## src/memIqPkg.sv

```systemverilog
`default_nettype none

package memIqPkg;

    localparam int IqDepth       = 8;
    localparam int SlotIdxW      = 3;
    localparam int DispatchWidth = 2;
    localparam int WakeupPorts   = 4;
    localparam int PhysTagW      = 7;
    localparam int RobPtrW       = 7;  // msb is the wrap bit
    localparam int ImmW          = 26;
    localparam int MicroOpW      = 8;

    typedef struct packed {
        logic                used;
        logic                ready;
        logic [PhysTagW-1:0] tag;
    } srcOperand_t;

    typedef struct packed {
        logic [MicroOpW-1:0] microOp;
        logic                isStore;
        logic                immUsed;
        logic [ImmW-1:0]     imm;
        logic                dstUsed;
        logic [PhysTagW-1:0] dstTag;
        srcOperand_t         src1;
        srcOperand_t         src2;
        logic [RobPtrW-1:0]  robPtr;
    } memUop_t;

    typedef struct packed {
        logic    valid;
        memUop_t uop;
    } dispatchLane_t;

    typedef struct packed {
        logic                valid;
        logic [PhysTagW-1:0] tag;
    } wakeupBus_t;

    typedef struct packed {
        logic    en;
        memUop_t uop;
    } slotWrite_t;

    typedef struct packed {
        logic               valid;
        logic               ready;
        logic               isStore;
        logic [RobPtrW-1:0] robPtr;
    } slotState_t;

    typedef struct packed {
        logic    valid;
        memUop_t uop;
    } issuePort_t;

    function automatic logic tagWoken(input logic [PhysTagW-1:0] tag,
                                      input wakeupBus_t wk [WakeupPorts]);
        logic hit;
        hit = 1'b0;
        for (int p = 0; p < WakeupPorts; p++) begin
            hit |= wk[p].valid && (wk[p].tag == tag);
        end
        return hit;
    endfunction

    // true when a is older than b in rob order
    function automatic logic isOlder(input logic [RobPtrW-1:0] a, input logic [RobPtrW-1:0] b);
        if (a[RobPtrW-1] == b[RobPtrW-1]) begin
            return a[RobPtrW-2:0] < b[RobPtrW-2:0];
        end
        return a[RobPtrW-2:0] > b[RobPtrW-2:0];  // b has wrapped past a
    endfunction

endpackage

`default_nettype wire

```

## src/memIqSlot.sv

```systemverilog
`timescale 1ns/1ps
`default_nettype none

module memIqSlot (
    input  wire logic                 Clk,
    input  wire logic                 rstN,
    input  wire logic                 flush,
    input  wire memIqPkg::slotWrite_t write,
    input  wire memIqPkg::wakeupBus_t wakeup [memIqPkg::WakeupPorts],
    input  wire logic                 grant,
    output memIqPkg::slotState_t      state,
    output memIqPkg::memUop_t         uop,
    output logic                      busy
);
    import memIqPkg::*;

    memUop_t uopQ;
    logic    validQ;
    logic    src1Wake;
    logic    src2Wake;
    logic    srcReady;

    assign src1Wake = tagWoken(uopQ.src1.tag, wakeup);
    assign src2Wake = tagWoken(uopQ.src2.tag, wakeup);

    always_ff @(posedge Clk or negedge rstN) begin
        if (!rstN) begin
            validQ <= 1'b0;
        end else if (flush) begin
            validQ <= 1'b0;
        end else if (write.en) begin
            validQ <= 1'b1;
        end else if (grant) begin
            validQ <= 1'b0;  // taken by its unit this cycle
        end
    end

    always_ff @(posedge Clk) begin
        if (write.en) begin
            uopQ <= write.uop;
        end else begin
            if (src1Wake) begin
                uopQ.src1.ready <= 1'b1;
            end
            if (src2Wake) begin
                uopQ.src2.ready <= 1'b1;
            end
        end
    end

    // unused sources arrive already marked ready
    assign srcReady = uopQ.src1.ready && uopQ.src2.ready;

    assign state = '{valid: validQ, ready: validQ && srcReady,
                     isStore: uopQ.isStore, robPtr: uopQ.robPtr};
    assign uop   = uopQ;
    assign busy  = validQ;

    // select only grants slots that hold a ready entry
    assert property (@(posedge Clk) disable iff (!rstN) grant |-> validQ && srcReady)
        else $error("grant to empty or unready slot");

endmodule

`default_nettype wire

```

## config.mk

```make
export PLATFORM = sky130hd
export DESIGN_NAME = memIqSlot
export DESIGN_NICKNAME = d
export VERILOG_FILES = /design/src/memIqPkg.sv /design/src/memIqSlot.sv
export SDC_FILE = /design/constraint.sdc
export NUM_CORES = 1
export LEC_CHECK = 0
export ABC_AREA = 1
export BUFFER_PORTS_ARGS = -buffer_cell sky130_fd_sc_hd__buf_2
export CAP_MARGIN = 20
export CORE_MARGIN = 10
export CORE_UTILIZATION = 44
export DETAILED_ROUTE_END_ITERATION = 7
export PLACE_DENSITY = 0.9
export SLEW_MARGIN = 20
export SYNTH_ARGS = -nofsm -noshare
export SYNTH_HDL_FRONTEND = slang
export SYNTH_SLANG_ARGS = --single-unit
```

## constraint.sdc

```tcl
create_clock -name Clk -period 1.6 [get_ports Clk]
set_clock_uncertainty 0.05 [all_clocks]
set_input_delay 0.24 -clock Clk [delete_from_list [all_inputs] [get_ports Clk]]
set_output_delay 0.24 -clock Clk [all_outputs]
set_load 0.01 [all_outputs]
```

# After elaboration in Yosys (flattened, before gate mapping)
# Cells that the tools add are included.
# Widths: inputs -> output; s select.
# op_classes
n_mux	7
bitwise_logic	6
eq_ne	8
reduce_logical	13
# op_table
operator	n
$eq 7x7->1	8
$logic_and 1x1->1	10
$mux 1	7
$or 1x1->1	6
$reduce_bool 2->1	2
$reduce_bool 3->1	1
# word_totals
output_inout_bits	80
elab_cells	48
ff_bits	70

# Depth between registers and ports, before layout
# logic_depth
word_depth	7
ltp_mapped	8
depth_no_buf	8

# Worst setup path after synthesis
# No wires, ideal clock.
# synth_path
path_type	reg2reg
start	reg uopQ (netlist bit uop[16])
end	reg uopQ (netlist bit uop[23]) (enable)
n_path_buf	0
slack_ns	0.285
arrival_ns	0.971
synth_period_minus_slack_ns	1.315
path_stages_with_launch	8
required_time_ns	1.256
setup_ns	0.294
path_cell_list	edfxtp_1 > nand2_1 > nand2_1 > nor2_1 > nand2_1 > nor2_1 > nor2_1 > nand3_1
# synth_between
elab_chain_len	6
# synth_rtl
element	line	rtl
from (decl)	memIqSlot.sv:17	memUop_t uopQ;
from (signal assigned)	memIqSlot.sv:40	uopQ <= write.uop;
$eq 7x7->1	memIqPkg.sv:64	hit |= wk[p].valid && (wk[p].tag == tag);
$logic_and 1x1->1	memIqPkg.sv:64	
$or 1x1->1 (2 in a row)	memIqPkg.sv:64	
$or 1x1->1 (*)	memIqPkg.sv:64	
$reduce_bool 2->1 (no source line) (*)	n/a	
# Mark *: on every way between the ends. The rest lies on a longest branch, timed or not.
# A chain may end at the register's enable or synchronous reset.

# Worst setup path after layout
# layout_path
start	reg uopQ (netlist bit uop[12])
end	reg uopQ (netlist bit uop[14]) (enable)
# Same word-level chain as after synthesis.

==> summary.txt <==
STA
  – Final WS setup: 0.109 ns
  – Slew of the pin with the lowest slew margin: 0.303 ns
  – Final setup violating endpoints: 0
  – Final period utilization: 0.932
  – Hold_ws: 0.0275 ns
  – Final Critical Period: 1.49 ns
  – RSZ-0062 raised after global routing: false
  – Total negative setup slack: 0 ns
  – Final Slew Violations: 0
  – Fin. Hold Viols: 0
  – Rel. slew slack: 0.798
  – Max Fclk: 0.670 GHz

Pwr
  – Peak VDD IR: 0.775 mV
  – LEAKAGE: 2.28 nW
  – Psw: 1.18 mW
  – Pwr/cell area: 990 mW/mm^2
  – Logic pwr share: 0.168
  – Clock power frac: 0.316
  – P_int: 3.19 mW
  – Sequential share of power: 0.516
  – Switch share: 0.270

Min path
  – Worst hold path type: input port to register
  – Hold path endpoint: uop[45]$_DFFE_PP_
  – Hold path depth: 1
  – Hold path startpoint: write[45]

Routing
  – Via Count: 2860
  – Routed WL: 11000 um
  – Routed len/inst: 17.5 um
  – Initial DRC count: 167
  – Via/cell ratio: 4.53
  – Routed Antenna Nets: 0
  – 1st-pass router iterations: 5
  – Residual DRC count: 0

Global route
  – First-pass GRT wire length: 16700 um
  – Pin count of the biggest net entering global routing: 57
  – Vias in the first global route: 3009
  – Global route total overflow: 0
  – Initial antenna violation count: 0
  – Gr usage total: 0.196

Job
  – Number of max-cap violations: 0

Placement
  – Instance area after placement: 0.00418 mm^2
  – Final GP Congestion: 0.970
  – Port buffer count: 185
  – Place WS: 0.134 ns
  – Hpwl dp: 9040 um

Setup path
  – Crit start category: register
  – CP Buf/Inv Count: 0
  – Critical path data required time: 1.60 ns
  – Worst path top cell family by delay: simple AND/OR/NAND/NOR gates
  – Worst setup EP type: register
  – R2R Path End: uop[14]$_SDFFCE_PN1P_
  – RR Startpoint: uop[12]$_DFFE_PP_
  – Crit path DAT: 1.49 ns
  – Slowest CP cell: edfxtp_1
  – Crit-path max cell delay: 0.49 ns
  – Setup CP Type: register to register
  – Worst-path fanout max: 6
  – Worst R2R Path Depth: 7
  – Critical path cell sequence: nand2_1 -> nand2_1 -> nor2_1 -> nand2_1 -> nor2_1 -> nor2_1 -> nand3_1
  – R2R Setup Slk: 0.11 ns

Clock network
  – H-tree Lvls: 3
  – Root buf cell: clkbuf_8
  – Clock Sinks: 70
  – Worst-Skew Late Latency: 0.33 ns
  – Clk buf depth: 2
  – CTS tree: yes
  – Clock Pin Slew Worst Setup and Hold Paths: 0.08 ns
  – CTS Buf Count: 9

Logic synthesis
  – Synth Instances: 336
  – Seq/Total Area, Yosys: 0.660
  – Synth cell types: 15
  – Mapped cell area: 0.00318 mm^2
  – Number of synthesized register bits: 70
  – Syn Nets: 442
  – Syn Area/Cell: 9.45 um^2
  – Synth warn: 0

Finish
  – Layout fillers: 592
  – Commonest non-fill, non-tap cell in the layout: buf_2
  – Post-Layout Inst Area: 0.00441 mm^2
  – Post-layout nets: 636
  – Most frequent cells in the layout: buf_2 (185), nand2_1 (144), edfxtp_1 (69), nor2_1 (50), inv_1 (31)
  – Post-route core utilization: 0.639
  – Layout cells sized above 1: 0.407
  – Area grow syn2layout: 39.0%
  – ANT cells: 0

Floorplan
  – Die footprint: 0.0110 mm^2
  – Die Y: 105 um
  – Initial Utilization: 0.460
  – Die X: 105 um
  – Core Rows: 30
  – Ports: 186
  – Core region area: 0.00691 mm^2

Run status
  – Status: finished, final reports clean
## cell families after synthesis
family	synth area share
AOI/OAI and AO/OA	0.00945
buffers and inverters	0.0721
DFF	0.660
xor gates and xnor gates	0.0110
and+or+nand+nor	0.247
## synth_stat cells, drive strengths merged
cell type | instances | area (um^2)
nor3 | 2 | 10.0
nand4 | 3 | 18.8
dfrtp | 1 | 25.0
or2 | 2 | 12.5
buf | 9 | 67.6
a21oi | 1 | 5.00
edfxtp | 69 | 2070
xor2 | 4 | 35.0
nand3 | 3 | 15.0
nor2 | 50 | 188
o21ai | 5 | 25.0
nand2 | 144 | 541
inv | 43 | 161
## state kept, by name (all words and copies together) (netlist names)
name,count
uop,61
state,8
busy,1
## stage by stage
| step | total power, mW | instances |
|---|---|---|
| 2_1_floorplan | 2.61 | 336 |
| 3_3_place_gp | 3.00 | 610 |
| 3_5_place_dp | 3.02 | 610 |
| 4_1_cts | 4.39 | 628 |
| 5_1_grt | 4.57 | 631 |
| 6_report | 4.37 | 631 |
## power groups by stage
stage / combinational [mW] / sequential [mW] / clock, mW
finish: 0.733 / 2.25 / 1.38
global route: 0.815 / 2.27 / 1.48
CTS: 0.734 / 2.26 / 1.40
detailed placement: 0.723 / 2.29 / 0
global placement: 0.714 / 2.29 / 0
floorplan: 0.239 / 2.37 / 0
## layout make-up
type	count	area, um^2	share of cell area
clock buffer	9	124	0.0281
clock inverter	7	65.1	0.0147
inverter	43	161	0.0366
multi-input combinational	214	850	0.193
sequential	70	2100	0.475
tap	96	120	0.0272
timing repair buffer	192	996	0.226
## metal layers
metal | routed length (um) | GRT usage | up-vias
li1 | - | - | 1437
met1 | 3790 | 0.192 | 1283
met2 | 5800 | 0.351 | 129
met3 | 1320 | 0.105 | 11
met4 | 132 | 0.0529 | 0
met5 | 0 | 0 | -
## worst max-delay path by stage
stage	start	endpoint	slack [ns]	cells after the start
4_1_cts	uop[12]$_DFFE_PP_	uop[14]$_SDFFCE_PN1P_	0.13	7
3_3_place_gp	uop[7]$_DFFE_PP_	uop[14]$_SDFFCE_PN1P_	0.12	7
2_1_floorplan	uop[16]$_DFFE_PP_	uop[23]$_SDFFCE_PN1P_	0.29	7
3_5_place_dp	uop[16]$_DFFE_PP_	uop[23]$_SDFFCE_PN1P_	0.13	7
6_report	uop[12]$_DFFE_PP_	uop[14]$_SDFFCE_PN1P_	0.11	7
5_1_grt	uop[7]$_DFFE_PP_	uop[14]$_SDFFCE_PN1P_	0.003	7
## timing repair
item                                   CTS  global route
setup buffers                            0             3
setup endpoints to repair                0             2
resized for setup                        0             1
hold buffers                             2             0
endpoints found under the hold margin    2             0
Power figures use the tool's default switching activity.
