--- config.mk ---
export PLATFORM = sky130hd
export DESIGN_NAME = memIqSelect
export DESIGN_NICKNAME = d
export VERILOG_FILES = /design/src/memIqPkg.sv /design/src/memIqSelect.sv
export SDC_FILE = /design/constraint.sdc
export NUM_CORES = 1
export LEC_CHECK = 0
export BUFFER_PORTS_ARGS = -buffer_cell sky130_fd_sc_hd__buf_2
export CORE_AREA = 2 2 305 307
export DETAILED_ROUTE_END_ITERATION = 7
export DIE_AREA = 0 0 307 309
export SYNTH_ARGS = -nofsm -noshare
export SYNTH_HDL_FRONTEND = slang
export SYNTH_SLANG_ARGS = --single-unit
--- constraint.sdc ---
create_clock -name vclk -period 34.3
set_clock_uncertainty 0.2 [all_clocks]
set_input_delay 6.86 -clock vclk [all_inputs]
set_output_delay 6.86 -clock vclk [all_outputs]
set_load 0.02 [all_outputs]
--- src/memIqPkg.sv ---
`default_nettype none

package memIqPkg;

    localparam int IqDepth       = 8;
    localparam int SlotIdxW      = 3;
    localparam int DispatchWidth = 2;
    localparam int WakeupPorts   = 4;
    localparam int PhysTagW      = 7;
    localparam int RobPtrW       = 7;  // msb is the wrap bit
    localparam int ImmW          = 26;
    localparam int MicroOpW      = 8;

    typedef struct packed {
        logic                used;
        logic                ready;
        logic [PhysTagW-1:0] tag;
    } srcOperand_t;

    typedef struct packed {
        logic [MicroOpW-1:0] microOp;
        logic                isStore;
        logic                immUsed;
        logic [ImmW-1:0]     imm;
        logic                dstUsed;
        logic [PhysTagW-1:0] dstTag;
        srcOperand_t         src1;
        srcOperand_t         src2;
        logic [RobPtrW-1:0]  robPtr;
    } memUop_t;

    typedef struct packed {
        logic    valid;
        memUop_t uop;
    } dispatchLane_t;

    typedef struct packed {
        logic                valid;
        logic [PhysTagW-1:0] tag;
    } wakeupBus_t;

    typedef struct packed {
        logic    en;
        memUop_t uop;
    } slotWrite_t;

    typedef struct packed {
        logic               valid;
        logic               ready;
        logic               isStore;
        logic [RobPtrW-1:0] robPtr;
    } slotState_t;

    typedef struct packed {
        logic    valid;
        memUop_t uop;
    } issuePort_t;

    function automatic logic tagWoken(input logic [PhysTagW-1:0] tag,
                                      input wakeupBus_t wk [WakeupPorts]);
        logic hit;
        hit = 1'b0;
        for (int p = 0; p < WakeupPorts; p++) begin
            hit |= wk[p].valid && (wk[p].tag == tag);
        end
        return hit;
    endfunction

    // true when a is older than b in rob order
    function automatic logic isOlder(input logic [RobPtrW-1:0] a, input logic [RobPtrW-1:0] b);
        if (a[RobPtrW-1] == b[RobPtrW-1]) begin
            return a[RobPtrW-2:0] < b[RobPtrW-2:0];
        end
        return a[RobPtrW-2:0] > b[RobPtrW-2:0];  // b has wrapped past a
    endfunction

endpackage

`default_nettype wire

--- src/memIqSelect.sv ---
`timescale 1ns/1ps
`default_nettype none

module memIqSelect (
    input  wire memIqPkg::slotState_t slotStates [memIqPkg::IqDepth],
    input  wire memIqPkg::memUop_t    slotUops [memIqPkg::IqDepth],
    input  wire logic                 loadReady,
    input  wire logic                 storeReady,
    input  wire logic                 stop,
    output memIqPkg::issuePort_t      loadIssue,
    output memIqPkg::issuePort_t      storeIssue,
    output logic [memIqPkg::IqDepth-1:0] issueGrant
);
    import memIqPkg::*;

    localparam int NodeCnt = 2 * IqDepth - 1;

    // tree per unit, 0 for loads and 1 for stores
    // node n has children 2n+1 and 2n+2, leaves sit at IqDepth-1 and up
    logic                nodeV   [2][NodeCnt];
    logic [SlotIdxW-1:0] nodeIdx [2][NodeCnt];
    logic [RobPtrW-1:0]  nodePtr [2][NodeCnt];
    logic                loadFire;
    logic                storeFire;

    always_comb begin
        logic takeRight;
        for (int u = 0; u < 2; u++) begin
            for (int s = 0; s < IqDepth; s++) begin
                nodeV[u][IqDepth-1+s]   = slotStates[s].valid && slotStates[s].ready
                                          && (slotStates[s].isStore == 1'(u));
                nodeIdx[u][IqDepth-1+s] = SlotIdxW'(s);
                nodePtr[u][IqDepth-1+s] = slotStates[s].robPtr;
            end
            for (int n = IqDepth - 2; n >= 0; n--) begin
                // right child wins only if left is empty or right is older
                takeRight = nodeV[u][2*n+2] && (!nodeV[u][2*n+1]
                            || isOlder(nodePtr[u][2*n+2], nodePtr[u][2*n+1]));
                nodeV[u][n]   = nodeV[u][2*n+1] || nodeV[u][2*n+2];
                nodeIdx[u][n] = takeRight ? nodeIdx[u][2*n+2] : nodeIdx[u][2*n+1];
                nodePtr[u][n] = takeRight ? nodePtr[u][2*n+2] : nodePtr[u][2*n+1];
            end
        end
    end

    assign loadFire  = nodeV[0][0] && loadReady && !stop;
    assign storeFire = nodeV[1][0] && storeReady && !stop;

    assign loadIssue  = '{valid: loadFire, uop: slotUops[nodeIdx[0][0]]};
    assign storeIssue = '{valid: storeFire, uop: slotUops[nodeIdx[1][0]]};

    always_comb begin
        issueGrant = '0;
        if (loadFire) begin
            issueGrant[nodeIdx[0][0]] = 1'b1;
        end
        if (storeFire) begin
            issueGrant[nodeIdx[1][0]] = 1'b1;
        end
    end

    // the two trees see disjoint leaves, so winners never collide
    always_comb begin
        if (loadFire && storeFire) begin
            assert final (nodeIdx[0][0] != nodeIdx[1][0])
                else $error("load and store both granted slot %0d", nodeIdx[0][0]);
        end
    end

endmodule

`default_nettype wire

# Word-level counts from Yosys, hierarchy flattened

Cells that the tools add are included.
Widths: inputs -> output; s select.

Reductions and logical operators: 87
Eq/ne operators: 10
Multiplexer cells: 68
$lt $le $gt $ge: 26
Bitwise logic cells: 11

Operators by type and width:

| operator           | count |
|---|---|
| $bmux 69 s3        | 2 |
| $mux 69            | 4 |
| $mux 7             | 12 |
| $gt 6x6->1         | 10 |
| $lt 6x6->1         | 10 |
| $logic_and 1x1->1  | 44 |
| $mux 1             | 40 |
| $logic_or 1x1->1   | 28 |
| $mux 8             | 2 |
| $logic_not 1->1    | 15 |
| $eq 1x1->1         | 10 |
| $ge 4x4->1 const B | 2 |
| $lt 3x4->1 const B | 2 |
| $mux 2             | 4 |
| $not 1->1          | 8 |
| $not 3->4          | 2 |
| $or 8x8->8         | 1 |
| $demux 1 s3        | 2 |
| $ge 3x1->1 const B | 2 |
| $mux 3             | 2 |

Register bits: 0
Input bits: 635
Output and inout port bits: 148

# Longest topological paths before layout

Depth in word-level cells: 25
Depth in mapped cells: 36

# Worst setup path after synthesis

OpenSTA, ideal clock, no wires.

Kind: input-to-output
From: input port slotStates[75] (netlist bit)
To: output port issueGrant[0] (netlist bit)
Arrival time: 13707 ps
Data required time: 27240 ps
Stages on the path: 33
Path slack: 13533 ps
Buffers on the path: 6
Cell sequence: inv_1 > ha_1 > nand2_1 > or2_2 > and4b_1 > o31ai_1 > clkbuf_1 > clkbuf_1 > mux2i_1 > ha_1 > nor2b_1 > o21ai_0 > a21oi_1 > a211oi_1 > mux2i_1 > a21oi_1 > clkbuf_1 > clkbuf_1 > nand2b_1 > nand2_1 > ha_1 > a21oi_1 > nor2b_1 > o21ai_0 > nand2_1 > o21ai_0 > nand3_1 > mux2i_1 > or3b_1 > buf_2 > clkbuf_1 > nand2_1 > o32ai_1

Longest elaborated chain between the ends: 25
Elaborated cells on any way between the ends: 63
Those cells by class: order compare (14); eq/ne (4); mux (30); bitwise (1); reduce/logical (14)

RTL lines:

| what                                                                  | line                           | RTL |
|---|---|---|
| start: declaration                                                    | memIqSelect.sv:5               | `input wire memIqPkg::slotState_t slotStates [memIqPkg::IqDepth],` |
| $lt 6x6->1                                                            | memIqPkg.sv:72                 | `return a[RobPtrW-2:0] < b[RobPtrW-2:0];` |
| $mux 1                                                                | memIqPkg.sv:71                 | `if (a[RobPtrW-1] == b[RobPtrW-1]) begin` |
| $mux 1                                                                | memIqPkg.sv:74                 | `return a[RobPtrW-2:0] > b[RobPtrW-2:0];` |
| $logic_or 1x1->1                                                      | memIqSelect.sv:38              | `\|\| isOlder(nodePtr[u][2*n+2], nodePtr[u][2*n+1]));` |
| $logic_and 1x1->1                                                     | memIqSelect.sv:37              | `takeRight = nodeV[u][2*n+2] && (!nodeV[u][2*n+1]` |
| $mux 7                                                                | memIqSelect.sv:41              | `nodePtr[u][n] = takeRight ? nodePtr[u][2*n+2] : nodePtr[u][2*n+1];` |
| $lt 6x6->1 / $eq 1x1->1 (equally long branches)                       | memIqPkg.sv:72, memIqPkg.sv:71 |  |
| $mux 1                                                                | memIqPkg.sv:71                 |  |
| [... 9 more ...]                                                      | --                             |  |
| $mux 3                                                                | memIqSelect.sv:40              | `nodeIdx[u][n] = takeRight ? nodeIdx[u][2*n+2] : nodeIdx[u][2*n+1];` |
| $lt 3x4->1 (implied by the code) / $ge 3x1->1 (equally long branches) | memIqSelect.sv:55              | `issueGrant[nodeIdx[0][0]] = 1'b1;` |
| $logic_and 1x1->1 (implied by the code)                               | memIqSelect.sv:55              |  |
| $mux 1 (implied by the code)                                          | memIqSelect.sv:55              |  |
| $demux 1 s3                                                           | memIqSelect.sv:55              |  |
| $mux 8                                                                | memIqSelect.sv:54              | `if (loadFire) begin` |
| $or 8x8->8 (no source line)                                           | --                             |  |
| $mux 8 (*)                                                            | memIqSelect.sv:57              | `if (storeFire) begin` |
| end: declaration                                                      | memIqSelect.sv:12              | `output logic [memIqPkg::IqDepth-1:0] issueGrant` |

Every way passes the cells marked *; elsewhere a longest branch is shown, timed or not. The select of a mux whose other input is x is not followed.

==> impl_metrics.toml <==
[status]
status = "finished, final reports clean"

[power_and_ir_drop]
power.density_nw_per_um2 = 26.14
ir_worst_vdd_uv = 13.04
leakage_nw = 8.080

[placed_design]
io_buffers = 783
place_congestion = 0.9230
placedCellCount = 3715
place_ws_ns = 11.37
dp.final_hpwl_um = 74580

[finish]
regArea_um2 = 0
n_sequential_cell = 0
drive_above_1_share = 0.3543
fin_util = 0.1963
syn_to_final_growth_pct = 39.52
final_cells = 3743
final_nets = 3226
clkbuf_count = 0

[die]
die_h_um = 309
ios = 783
die_w_um = 307
core-area_um2 = 91390
rows = 111
die_area_um2 = 94860
start_util = 0.1407

[worst_hold_path]
hp-class = "input port to output pin"

[synth]
synth_area_leader_cell = "mux2i_1"
syn-num-nets = 2590
ys_seq_area_frac = 0
avgSynthCellArea_um2 = 6.786
synth_top_area_frac = 0.1907
synthTopCellsByArea = "mux2i_1 (19%), nand2_1 (7.9%), a211oi_1 (7.8%), and3_1 (7.1%), o2111a_1 (6.0%)"
syn-instance-count = 1895
yosysWarnings = 0
synth_cell_type_count = 78
synthesis.area_um2 = 12860

[worst_setup_path]
end_kind = "output pin"
critPathLaunchType = "input port"
worst_path_largest_cell_delay_ns = 0.69
crit_arrival_ns = 16.16
crit_type = "input port to output pin"
cp_slowest_cell = "buf_4"
path_buf_inv = 8
crit_required_ns = 27.24
crit_fanout = 72
cp_top_family = "buffers and inverters"

[sta]
final-setup-viol-count = 0
grt_setup_unrepaired = "no"
finalWorstSetupSlack_ns = 11.08
tightest_slew_ns = 1.166
final_hold_viol_count = 0
tns_ns = 0
finalCritPeriodShare = 0.6770
drv_slew = 0
relSlewSlack = 0.2227
hold_ws_ns = 13.95
finalCriticalPeriod_ns = 23.22
fmax_mhz = 43.07

[routing]
first_pass_iters = 6
vias_per_cell = 5.296
drc_errors = 0
vias = 19820
ant_nets = 0
wire_per_inst_um = 25.35
drtIter0Drc = 2330
wl_um = 94870

[grt]
grt_overflow = 0
globalRouteMet2Util = 0.2964
met1_usage = 0.2231
busiest_layer = "met2"
grt_util_met3 = 0.05645
grt_first_pass_wirelength_um = 130800
grt_pass1_vias = 19030
grt_max_degree = 83
antenna_found_initial = 54
grt_use_total = 0.1851

[clocking]
cts_setup_buffers = 0
cts_hold_buf = 0
postCtsResizedCells = 0

[flow_run]
maxCapViolCount = 0
-- Yosys cell counts, types with 35 or more instances --
master / count
a211oi_1: 134
ha_1: 60
o21ai_0: 104
nand3_1: 94
o2111a_1: 69
inv_1: 43
nand2_1: 269
buf_2: 49
o221ai_1: 61
nor2_1: 119
a21oi_1: 35
mux2i_1: 245
and3_1: 145
clkbuf_1: 107
nand3b_1: 74
o22a_1: 71
-- layer usage --
metal,share of wire,vias to the layer above
met3,0.11,414
met5,0.0029,-
met2,0.44,1537
met1,0.38,9217
li1,-,8613
met4,0.061,42
-- per-stage QoR --
step / power (mW) / cell area [µm²]
after floorplan: 0.2679 / 12860
after global placement: 0.4571 / 17870
after detailed placement: 0.4582 / 17870
after CTS: 0.4601 / 17870
after global routing: 0.4959 / 17910
final: 0.4691 / 17940
-- worst paths after layout --
| check | startpoint | to | slack (ns) | cells after the start |
|---|---|---|---|---|
| worst max-delay path | slotStates[75] | storeIssue[16] | 11.08 | 35 |
| worst min-delay path | slotUops[17] | storeIssue[17] | 13.95 | 3 |
-- final cells by class --
class / instances / area (µm²)
timing repair buffer: 820 / 4197
multi-input combinational: 1666 / 12030
tap: 1186 / 1484
fill: 10450 / 73440
inverter: 43 / 161.4
antenna: 28 / 70.07
-- power breakdown --
part | leakage [nW] | switching, mW | internal (mW)
sequential | 0 | 0 | 0
combinational | 8.08 | 0.307 | 0.162
clock | 0.000176 | 0 | 0.0000000164
total | 8.08 | 0.307 | 0.162
-- cell usage in the layout (no fill, tap or decap), drive strengths merged, types with 3 or more instances in the layout --
master,count
or2,8
or3,3
and4,6
o211a,3
o22a,71
nand3b,74
a31oi,6
and3,145
nand3,94
nor2b,10
a31o,3
nor2,119
mux2,11
o221ai,71
o21bai,3
and2,6
o21a,7
buf,820
o22ai,8
nor3,9
mux2i,245
a211oi,145
a21o,8
xnor2,4
a21oi,36
nand2,269
xor2,4
nand4,9
a211o,7
nand2b,8
o21ai,116
inv,43
ha,60
o2111a,69
diode,28
-- logic make-up (layout without fill, tap and decap cells) --
family                   count (synthesis)  in the layout  share of synthesized area
AND/OR/NAND/NOR                        767            767                     0.2989
AO/OA/AOI/OAI                          575            575                     0.3571
multiplexers                           256            256                     0.2006
buffers and inverters                  229            863                    0.07784
adder cells (fa/ha/maj)                 60             60                    0.05838
XOR/XNOR                                 8              8                   0.007201
other                                    0             28                          0
Power figures use the tool's default switching activity.
